## config.mk

```make
export PLATFORM = sky130hd
export DESIGN_NAME = mxv_top
export DESIGN_NICKNAME = d
export VERILOG_FILES = /design/src/hdl/mxv_pkg.sv /design/src/hdl/mxv_top.sv /design/src/hdl/mxv_result_store.sv /design/src/hdl/mxv_pe_array.sv /design/src/hdl/mxv_sequencer.sv /design/src/hdl/mxv_load.sv
export SDC_FILE = /design/constraint.sdc
export NUM_CORES = 2
export LEC_CHECK = 0
export ABC_CLOCK_PERIOD_IN_PS = 8600
export BUFFER_PORTS_ARGS = -buffer_cell sky130_fd_sc_hd__buf_4
export CAP_MARGIN = 30
export CORE_ASPECT_RATIO = 1.75
export CORE_UTILIZATION = 40
export CTS_CLUSTER_DIAMETER = 60
export DETAILED_ROUTE_END_ITERATION = 8
export PLACE_DENSITY = 0.57
export SYNTH_ARGS = -nofsm -noshare
export SYNTH_HDL_FRONTEND = slang
export SYNTH_SLANG_ARGS = --single-unit
export TNS_END_PERCENT = 50
```

## constraint.sdc

```tcl
create_clock -name clk -period 8.6 [get_ports clk]
set_input_delay 1.72 -clock clk [delete_from_list [all_inputs] [get_ports clk]]
set_output_delay 1.72 -clock clk [all_outputs]
set_load 0.02 [all_outputs]
```

## src/hdl/mxv_pkg.sv

```systemverilog
package mxv_pkg;

	////////////////////////////////////////
	// sizes
	////////////////////////////////////////
	localparam int MAX_N  = 8;	// largest matrix size
	localparam int NUM_PE = 4;	// processing elements per round
	localparam int ELEM_W = 8;
	localparam int ACC_W  = 20;	// 8 * 255 * 255 fits in 20 bits
	localparam int N_W    = 4;	// holds 1..8
	localparam int ROW_W  = 3;	// row or column index

	typedef logic [ELEM_W-1:0] elem_t;
	typedef logic [ACC_W-1:0]  acc_t;

	////////////////////////////////////////
	// input word, two views of 9 bits
	////////////////////////////////////////
	typedef struct packed {
		logic                  kind;	// 1 for a header
		logic [ELEM_W-N_W-1:0] rsvd;
		logic [N_W-1:0]        n;	// matrix size
	} hdr_t;

	typedef struct packed {
		logic  kind;	// 0 for a data word
		elem_t elem;
	} data_t;

	typedef union packed {
		hdr_t  hdr;
		data_t data;
	} in_word_u;

	typedef struct packed {
		in_word_u word;
	} in_beat_t;

	// loaded job, load stage to sequencer
	typedef struct packed {
		logic [N_W-1:0] n;
	} job_t;

	// buffer read addresses from the sequencer
	typedef struct packed {
		logic [2*ROW_W-1:0] mat_idx;	// {row base, column}
		logic [ROW_W-1:0]   vec_idx;
	} rd_req_t;

	// one cycle of operands for the array
	typedef struct packed {
		logic                           vec_valid;
		elem_t                          vec;	// enters element 0
		elem_t [NUM_PE-1:0]             mat;	// already skewed
		logic [NUM_PE-1:0]              first;
		logic [NUM_PE-1:0]              last;
		logic [NUM_PE-1:0]              tail;	// row is n-1
		logic [NUM_PE-1:0]              active;	// row below n
		logic [NUM_PE-1:0][ROW_W-1:0]   row;
	} pe_ctrl_t;

	typedef struct packed {
		logic [ROW_W-1:0] row;
		acc_t             value;
		logic             last;	// row n-1 of the job
	} res_beat_t;

endpackage
```

## src/hdl/mxv_top.sv

```systemverilog
`timescale 1ns/1ps

module mxv_top
	import mxv_pkg::*;
#(
	parameter int IN_CREDITS  = 4,
	parameter int OUT_CREDITS = 2
) (
	input  logic      clk,
	input  logic      reset,
	input  logic      in_valid,
	input  in_beat_t  in_beat,
	output logic      in_credit,
	output logic      out_valid,
	output res_beat_t out_beat,
	input  logic      out_credit
);

	logic               job_valid;
	job_t               job;
	logic               job_release;
	rd_req_t            rd_req;
	elem_t [NUM_PE-1:0] mat_elem;
	elem_t              vec_elem;
	logic               room;
	pe_ctrl_t           pe_ctrl;
	logic               pe_valid;
	logic               res_valid;
	res_beat_t          res;

	////////////////////////////////////////
	// load, compute, store
	////////////////////////////////////////
	mxv_load #(.IN_CREDITS(IN_CREDITS)) u_load (
		.clk(clk), .reset(reset),
		.in_valid(in_valid), .in_beat(in_beat), .in_credit(in_credit),
		.job_valid(job_valid), .job(job), .job_release(job_release),
		.rd_req(rd_req), .mat_elem(mat_elem), .vec_elem(vec_elem)
	);

	mxv_sequencer u_sequencer (
		.clk(clk), .reset(reset),
		.job_valid(job_valid), .job(job), .job_release(job_release),
		.rd_req(rd_req), .mat_elem(mat_elem), .vec_elem(vec_elem),
		.room(room), .pe_ctrl(pe_ctrl), .pe_valid(pe_valid)
	);

	mxv_pe_array u_pe_array (
		.clk(clk), .reset(reset),
		.pe_valid(pe_valid), .pe_ctrl(pe_ctrl),
		.res_valid(res_valid), .res(res)
	);

	mxv_result_store #(.OUT_CREDITS(OUT_CREDITS)) u_result_store (
		.clk(clk), .reset(reset),
		.res_valid(res_valid), .res(res), .room(room),
		.out_valid(out_valid), .out_beat(out_beat), .out_credit(out_credit)
	);

endmodule

```

## src/hdl/mxv_result_store.sv

```systemverilog
`timescale 1ns/1ps

module mxv_result_store
	import mxv_pkg::*;
#(
	parameter int OUT_CREDITS = 2
) (
	input  logic      clk,
	input  logic      reset,
	input  logic      res_valid,
	input  res_beat_t res,
	output logic      room,
	output logic      out_valid,
	output res_beat_t out_beat,
	input  logic      out_credit
);

	localparam int DEPTH = MAX_N;
	localparam int PTR_W = $clog2(DEPTH);
	localparam int CNT_W = $clog2(DEPTH + 1);
	localparam int CRD_W = $clog2(OUT_CREDITS + 1);

	res_beat_t        q_mem [DEPTH];
	logic [PTR_W-1:0] wr_ptr;
	logic [PTR_W-1:0] rd_ptr;
	logic [CNT_W-1:0] q_count;
	logic [CRD_W-1:0] credits;	// beats the sink can still take
	logic             send;

	assign send = (q_count != '0) && (credits != '0);
	assign room = (int'(q_count) <= DEPTH - NUM_PE);	// a full round fits

	////////////////////////////////////////
	// result queue
	////////////////////////////////////////
	always_ff @(posedge clk) begin
		if (res_valid)
			q_mem[wr_ptr] <= res;
	end

	always_ff @(posedge clk) begin
		if (reset) begin
			wr_ptr  <= '0;
			rd_ptr  <= '0;
			q_count <= '0;
		end else begin
			if (res_valid)
				wr_ptr <= wr_ptr + 1'b1;	// depth is a power of two
			if (send)
				rd_ptr <= rd_ptr + 1'b1;
			q_count <= q_count + CNT_W'(res_valid) - CNT_W'(send);
		end
	end

	////////////////////////////////////////
	// output credits
	////////////////////////////////////////
	always_ff @(posedge clk) begin
		if (reset) begin
			credits   <= CRD_W'(OUT_CREDITS);
			out_valid <= 1'b0;
		end else begin
			credits   <= credits + CRD_W'(out_credit) - CRD_W'(send);
			out_valid <= send;
		end
	end

	always_ff @(posedge clk) begin
		if (send)
			out_beat <= q_mem[rd_ptr];
	end

	// sink hands back no more than it was given
	a_credit_max: assert property (@(posedge clk) disable iff (reset)
		int'(credits) <= OUT_CREDITS);

	// sequencer room check keeps the queue from filling
	a_no_overflow: assert property (@(posedge clk) disable iff (reset)
		res_valid |-> (int'(q_count) < DEPTH));

endmodule

```

## src/hdl/mxv_pe_array.sv

```systemverilog
`timescale 1ns/1ps

module mxv_pe_array
	import mxv_pkg::*;
(
	input  logic      clk,
	input  logic      reset,
	input  logic      pe_valid,
	input  pe_ctrl_t  pe_ctrl,
	output logic      res_valid,
	output res_beat_t res
);

	localparam int PROD_W = 2 * ELEM_W;

	elem_t [NUM_PE-1:0] vec_op;	// vector element seen by each PE
	elem_t [NUM_PE-2:0] vec_q;	// shift chain between PEs
	logic [PROD_W-1:0]  prod [NUM_PE];
	acc_t               acc [NUM_PE];
	acc_t               acc_next [NUM_PE];
	logic [NUM_PE-1:0]  emit;	// row finished this cycle

	////////////////////////////////////////
	// vector shift chain
	////////////////////////////////////////
	always_comb begin
		vec_op[0] = pe_ctrl.vec_valid ? pe_ctrl.vec : '0;	// zeros trail the vector
		for (int k = 1; k < NUM_PE; k++)
			vec_op[k] = vec_q[k-1];
	end

	// moves only with operands so the skew holds across stalls
	always_ff @(posedge clk) begin
		if (pe_valid) begin
			for (int k = 0; k < NUM_PE - 1; k++)
				vec_q[k] <= vec_op[k];
		end
	end

	////////////////////////////////////////
	// multiply accumulate
	////////////////////////////////////////
	always_comb begin
		for (int k = 0; k < NUM_PE; k++) begin
			prod[k]     = PROD_W'(pe_ctrl.mat[k]) * PROD_W'(vec_op[k]);
			acc_next[k] = pe_ctrl.first[k] ? ACC_W'(prod[k])	// restart the row
				: acc[k] + ACC_W'(prod[k]);
			emit[k]     = pe_valid && pe_ctrl.last[k] && pe_ctrl.active[k];
		end
	end

	always_ff @(posedge clk) begin
		if (pe_valid) begin
			for (int k = 0; k < NUM_PE; k++)
				acc[k] <= acc_next[k];
		end
	end

	////////////////////////////////////////
	// result out
	////////////////////////////////////////
	always_ff @(posedge clk) begin
		if (reset)
			res_valid <= 1'b0;
		else
			res_valid <= |emit;
	end

	// skewed lasts, so at most one PE writes here
	always_ff @(posedge clk) begin
		for (int k = 0; k < NUM_PE; k++) begin
			if (emit[k]) begin
				res.row   <= pe_ctrl.row[k];
				res.value <= acc_next[k];	// includes the last term
				res.last  <= pe_ctrl.tail[k];
			end
		end
	end

	// the sequencer skew keeps row completions one per cycle
	a_one_emit: assert property (@(posedge clk) disable iff (reset)
		$onehot0(emit));

endmodule

```

## src/hdl/mxv_sequencer.sv

```systemverilog
`timescale 1ns/1ps

module mxv_sequencer
	import mxv_pkg::*;
(
	input  logic               clk,
	input  logic               reset,
	input  logic               job_valid,
	input  job_t               job,
	output logic               job_release,
	output rd_req_t            rd_req,
	input  elem_t [NUM_PE-1:0] mat_elem,
	input  elem_t              vec_elem,
	input  logic               room,
	output pe_ctrl_t           pe_ctrl,
	output logic               pe_valid
);

	localparam int DRAIN = 2;	// cycles until the last result sits in the store

	typedef enum logic [1:0] {S_IDLE, S_ROUND, S_DONE} state_t;

	state_t             state;
	logic [N_W-1:0]     step;	// round step, drain count in done
	logic               rnd;	// second round covers rows 4..7
	logic [ROW_W-1:0]   base;
	logic               last_round;
	logic               round_end;
	logic               drained;
	logic               vec_live;	// step still inside the vector
	logic [ROW_W-1:0]   col;
	elem_t [NUM_PE-1:0] hist [NUM_PE-1];	// older column reads, newest first
	elem_t [NUM_PE-1:0] skew_mat;

	assign base       = rnd ? ROW_W'(NUM_PE) : '0;
	assign last_round = rnd || (job.n <= N_W'(NUM_PE));
	assign round_end  = (step == job.n + N_W'(NUM_PE - 2));	// n + 3 steps
	assign drained    = (step == N_W'(DRAIN));
	assign vec_live   = (state == S_ROUND) && (step < job.n);
	assign col        = vec_live ? step[ROW_W-1:0] : '0;

	assign rd_req.mat_idx = {base, col};
	assign rd_req.vec_idx = col;
	assign job_release    = (state == S_DONE) && drained && last_round;

	////////////////////////////////////////
	// round control
	////////////////////////////////////////
	always_ff @(posedge clk) begin
		if (reset) begin
			state <= S_IDLE;
			step  <= '0;
			rnd   <= 1'b0;
		end else begin
			case (state)
				S_IDLE: if (job_valid && room) begin
					state <= S_ROUND;
					step  <= '0;
					rnd   <= 1'b0;
				end
				S_ROUND: if (round_end) begin
					state <= S_DONE;
					step  <= '0;
				end else begin
					step <= step + 1'b1;
				end
				S_DONE: if (!drained) begin
					step <= step + 1'b1;	// let the store count settle
				end else if (last_round) begin
					state <= S_IDLE;
				end else if (room) begin
					state <= S_ROUND;
					step  <= '0;
					rnd   <= 1'b1;
				end
				default: state <= S_IDLE;
			endcase
		end
	end

	////////////////////////////////////////
	// operand skew
	////////////////////////////////////////
	always_ff @(posedge clk) begin
		hist[0] <= mat_elem;
		for (int i = 1; i < NUM_PE - 1; i++)
			hist[i] <= hist[i-1];
	end

	// element k takes the column read k cycles ago
	always_comb begin
		skew_mat[0] = mat_elem[0];
		for (int k = 1; k < NUM_PE; k++)
			skew_mat[k] = hist[k-1][k];
	end

	always_ff @(posedge clk) begin
		if (reset)
			pe_valid <= 1'b0;
		else
			pe_valid <= (state == S_ROUND);
	end

	always_ff @(posedge clk) begin
		pe_ctrl.vec_valid <= vec_live;
		pe_ctrl.vec       <= vec_elem;
		for (int k = 0; k < NUM_PE; k++) begin
			// zero outside the row's window of n terms
			pe_ctrl.mat[k]    <= (int'(step) >= k && int'(step) < k + int'(job.n)) ?
				skew_mat[k] : '0;
			pe_ctrl.first[k]  <= (int'(step) == k);
			pe_ctrl.last[k]   <= (int'(step) == k + int'(job.n) - 1);
			pe_ctrl.row[k]    <= base + ROW_W'(k);
			pe_ctrl.active[k] <= (int'(base) + k < int'(job.n));
			pe_ctrl.tail[k]   <= (int'(base) + k == int'(job.n) - 1);
		end
	end

	// operands reach the array a cycle after the round begins
	a_room_at_start: assert property (@(posedge clk) disable iff (reset)
		$rose(pe_valid) |-> $past(room, 2));

endmodule

```

## src/hdl/mxv_load.sv

```systemverilog
`timescale 1ns/1ps

module mxv_load
	import mxv_pkg::*;
#(
	parameter int IN_CREDITS = 4
) (
	input  logic               clk,
	input  logic               reset,
	input  logic               in_valid,
	input  in_beat_t           in_beat,
	output logic               in_credit,
	output logic               job_valid,
	output job_t               job,
	input  logic               job_release,
	input  rd_req_t            rd_req,
	output elem_t [NUM_PE-1:0] mat_elem,
	output elem_t              vec_elem
);

	localparam int PTR_W = (IN_CREDITS > 1) ? $clog2(IN_CREDITS) : 1;
	localparam int CNT_W = $clog2(IN_CREDITS + 1);

	in_beat_t         q_mem [IN_CREDITS];	// skid queue
	logic [PTR_W-1:0] wr_ptr;
	logic [PTR_W-1:0] rd_ptr;
	logic [CNT_W-1:0] q_count;
	logic [CNT_W-1:0] owed;	// credits still to hand back
	logic             move;	// head word goes to the buffers
	in_word_u         head;

	elem_t            mat_mem [MAX_N*MAX_N];	// row stride of 8
	elem_t            vec_mem [MAX_N];
	logic             armed;	// header seen, job still filling
	logic             in_vec;	// matrix done, vector words next
	logic [ROW_W-1:0] m_row;
	logic [ROW_W-1:0] m_col;
	logic [ROW_W-1:0] v_idx;

	assign move = (q_count != '0) && !job_valid;	// hold off while a job waits
	assign head = q_mem[rd_ptr].word;

	////////////////////////////////////////
	// skid queue and credit return
	////////////////////////////////////////
	always_ff @(posedge clk) begin
		if (in_valid)
			q_mem[wr_ptr] <= in_beat;
	end

	always_ff @(posedge clk) begin
		if (reset) begin
			wr_ptr  <= '0;
			rd_ptr  <= '0;
			q_count <= '0;
		end else begin
			if (in_valid)
				wr_ptr <= (wr_ptr == PTR_W'(IN_CREDITS - 1)) ? '0 : wr_ptr + 1'b1;
			if (move)
				rd_ptr <= (rd_ptr == PTR_W'(IN_CREDITS - 1)) ? '0 : rd_ptr + 1'b1;
			q_count <= q_count + CNT_W'(in_valid) - CNT_W'(move);
		end
	end

	// one pulse per owed credit, the whole queue is owed after reset
	always_ff @(posedge clk) begin
		if (reset) begin
			owed      <= CNT_W'(IN_CREDITS);
			in_credit <= 1'b0;
		end else begin
			in_credit <= (owed != '0);
			owed      <= owed - CNT_W'(owed != '0) + CNT_W'(move);
		end
	end

	////////////////////////////////////////
	// word decode and buffer fill
	////////////////////////////////////////
	always_ff @(posedge clk) begin
		if (reset) begin
			armed     <= 1'b0;
			in_vec    <= 1'b0;
			job_valid <= 1'b0;
			job       <= '0;
			m_row     <= '0;
			m_col     <= '0;
			v_idx     <= '0;
		end else begin
			if (job_release)
				job_valid <= 1'b0;	// sequencer is finished with the buffers
			if (move) begin
				if (head.hdr.kind) begin	// new job, restart counters
					job.n  <= head.hdr.n;
					armed  <= 1'b1;
					in_vec <= 1'b0;
					m_row  <= '0;
					m_col  <= '0;
					v_idx  <= '0;
				end else if (armed && !in_vec) begin
					if ({1'b0, m_col} == job.n - 1'b1) begin	// end of a matrix row
						m_col <= '0;
						m_row <= m_row + 1'b1;
						if ({1'b0, m_row} == job.n - 1'b1)
							in_vec <= 1'b1;
					end else begin
						m_col <= m_col + 1'b1;
					end
				end else if (armed) begin
					v_idx <= v_idx + 1'b1;
					if ({1'b0, v_idx} == job.n - 1'b1) begin	// last vector word
						armed     <= 1'b0;
						job_valid <= 1'b1;
					end
				end
			end
		end
	end

	always_ff @(posedge clk) begin
		if (move && !head.data.kind && armed) begin
			if (!in_vec)
				mat_mem[{m_row, m_col}] <= head.data.elem;
			else
				vec_mem[v_idx] <= head.data.elem;
		end
	end

	// one column of four rows per read
	always_comb begin
		for (int k = 0; k < NUM_PE; k++) begin
			mat_elem[k] = mat_mem[{rd_req.mat_idx[2*ROW_W-1:ROW_W] + ROW_W'(k),
				rd_req.mat_idx[ROW_W-1:0]}];
		end
	end

	assign vec_elem = vec_mem[rd_req.vec_idx];

	////////////////////////////////////////
	// checks
	////////////////////////////////////////
	// queued + owed + pulsing leaves at least one credit with the source
	a_credit_held: assert property (@(posedge clk) disable iff (reset)
		in_valid |-> (int'(q_count) + int'(owed) + int'(in_credit) < IN_CREDITS));

	a_hdr_size: assert property (@(posedge clk) disable iff (reset)
		(move && head.hdr.kind) |-> (head.hdr.n >= 1 && head.hdr.n <= MAX_N));

endmodule

```

==> results.yml <==
status:
  outcome: "finished, final reports clean"
routing:
  first_pass_iters: 7
  drc: 0
  dr.first_iter.drc_count: 1889
  wl_um: 128000
  vias: 30900
  ant_nets: 0
  wl_per_cell_um: 21.9
  routed_via_density: 5.29
sta:
  hold_violations: 0
  finalCritPeriodShare_pct: 86.4
  rsz0062_at_grt: "no"
  setup_viol: 0
  period_minus_slack_ns: 7.43
  max_slew_margin_pct: 34.1
  setup_tns_ns: 0
  fmax_mhz: 135
  finalMaxSlewViolations: 0
  worstMarginPinSlew_ns: 0.986
  finalClockSkew_ns: 0.0873
hold_path:
  hp-class: "reg -> reg"
synth:
  synth_edf_count: 956
  synth_top_family_by_area: "adder cells"
  yosysSeqAreaShare_pct: 58.6
  yosysUniqueCellTypes: 91
  synth-simple-area-share_pct: 8.62
  synth_compound_area_share_pct: 6.52
  synthMuxAreaShare_pct: 9.17
  ys_warn_count: 0
  synthArstFlopShare_pct: 0
  syn_inst: 3880
  synthXorXnorAreaFrac_pct: 2.34
  synth.largest_area_cell: "edfxtp_1"
  synth_flop_cell: "edfxtp_1"
  synth_nets: 4316
  synth_top_area_share_pct: 52.8
  syn_area_per_cell_sq_um: 14.0
  synthAdderAreaFrac_pct: 11.8
  synth_area_leaders: "edfxtp_1 53%, mux4_2 6.3%, ha_1 6.3%"
  ys_seq_elements: 1113
  netlist_area_sq_mm: 0.0543
cts:
  cts_root_buf: "clkbuf_16"
  cts_hold_buf: 0
  cts_resized: 0
  numCtsBuffers: 104
  clockBufferDepth: 3
  cts_tree: "built"
  insertion_delay_ns: 0.74
  cts_sinks: 1113
  clk_pin_slew_worst_paths_ns: 0.07
  post_cts_buffers: 0
  htree_levels: 3
placement:
  io_buffers: 38
  hpwlAfterDp_um: 89600
  place.gp.congestion: 0.873
worst_setup_path:
  max_stage_delay_ns: 0.80
  required_ns: 9.06
  critPathSlowestCell: "dfxtp_1"
  critPathCaptureType: "register"
  cp_common_cell: "fa_1"
  worstPathArrival_ns: 7.89
  start_kind: "register"
  worstSetupPathType: "reg -> reg"
  crit_fanout: 31
  path_cells: "and2_1, nand2_1, fa_1, fa_1, inv_1, fa_1, inv_1, fa_1, inv_1, ha_1, o31ai_1, a21oi_1, xor2_1, ha_1, a211oi_1, o21ai_0, a2111oi_0, a21oi_1, nand2_1, xor2_1, o22ai_1, a221o_1"
floorplan:
  start_util_pct: 40.4
  die_w_um: 281
  fp.dieH_um: 490
  boundaryPins: 39
  die_area_sq_mm: 0.137
  num_rows: 178
  core_area_sq_mm: 0.135
flow_run:
  drv_cap: 0
global_route:
  grt_overflow: 0
  grt_max_degree: 74
  grt_use_total_pct: 18.9
  grt_pass1_vias: 32800
  grt_pass1_wl_um: 195000
  antenna_found_initial: 1
finish:
  multi_input_area_sq_mm: 0.0210
  seqCellArea_sq_mm: 0.0319
  drive_gt1_share_pct: 12.7
  final_cell_mix: "956 x edfxtp_1, 272 x ha_1, 269 x inv_1, 257 x nor2_1, 257 x nand2_1"
  area_growth_pct: 11.0
  fillers: 12100
  nets: 4382
  layout_commonest_cell: "edfxtp_1"
power_and_ir_drop:
  ir_drop_uv: 169
  power.total_mw: 15.9
  p_leak_nw: 22.4
  power_density_mw_per_mm2: 263
==> stage by stage <==
step           cells  hold WS (ns)  utilization (%)  setup WS [ns]  instance area, sq um
6_report        5837         0.324             44.8           1.17                 60300
5_1_grt         5837         0.332             44.8          0.844                 60300
4_1_cts         5835         0.325             44.8           1.19                 60300
3_5_place_dp    5639         0.312             42.2           1.23                 56800
3_3_place_gp    5633         0.311             42.2           1.31                 56700
2_1_floorplan   3880         0.310                -           2.37                 54300
==> Yosys cell counts (all sizes together) (17+ instances only) <==
master / n
clkbuf: 90
xnor2: 81
a21o: 34
a211oi: 27
inv: 270
and3: 65
o21bai: 20
o22ai: 41
and2: 177
nand3: 45
dfxtp: 157
nand2b: 17
o221ai: 20
nor2b: 24
fa: 151
nor3: 60
a21oi: 126
edfxtp: 956
mux2: 57
nand2: 258
o21ai: 114
ha: 272
xor2: 64
mux4: 153
o21a: 21
buf: 39
mux2i: 89
nor2: 263
==> metal layers <==
metal,GRT usage (%),vias to the layer above,wire (um)
li1,-,14500,-
met1,19.1,15600,45300
met2,37.3,549,72500
met3,1.97,252,3190
met4,10.2,0,7080
met5,0,-,0
==> final cells by class <==
type / count / area share [%]
Antenna cell: 1 / 0.00415
Clock buffer: 133 / 4.80
Clock inverter: 63 / 1.05
Inverter: 272 / 1.69
Multi-Input combinational cell: 2366 / 34.8
Sequential cell: 1113 / 52.8
Tap cell: 1800 / 3.73
Timing Repair Buffer: 89 / 1.12
==> path summary, 6_finish.rpt <==
path                                              start                       to  slack, ns  cells after the start
worst min-delay path            u_sequencer.hist[0][25]  u_sequencer.hist[1][25]       0.32                      0
worst max-delay path            u_sequencer.pe_ctrl[68]       u_pe_array.res[18]       1.17                     22
worst max register to register  u_sequencer.pe_ctrl[68]       u_pe_array.res[18]       1.17                     22
worst min register to register  u_sequencer.hist[0][25]  u_sequencer.hist[1][25]       0.32                      0
==> cells by family after synthesis <==
family          after synthesis
buf+inv                     401
simple gates                967
compound gates              532
flops                      1113
mux                         299
fa+ha+maj                   423
xor+xnor                    145
==> power breakdown <==
part,leakage (nW),switching [mW],internal (mW),total [mW]
combinational,10.7,2.62,1.54,4.16
sequential,9.93,0.304,6.72,7.02
clock,1.73,2.15,2.56,4.70
==> flip-flops by register name (all words and copies together), names as in the netlist, 36 cells and up, named ones only <==
register              count
u_sequencer.pe_ctrl      58
u_result_store.q_mem    192
u_pe_array.acc           80
u_load.q_mem             36
u_load.vec_mem           64
u_load.mat_mem          512
u_sequencer.hist         48
==> critical path: cells and delay by family (launching register included) <==
family	cells	cell delay (ns)
AOI/OAI and AO/OA	8	2.51
adders and majority gates	6	2.76
xor gates and xnor gates	2	0.46
DFF	1	0.80
buffers and inverters	3	0.17
and+or+nand+nor	3	0.47
No activity file was read; power rests on OpenSTA's default activity.
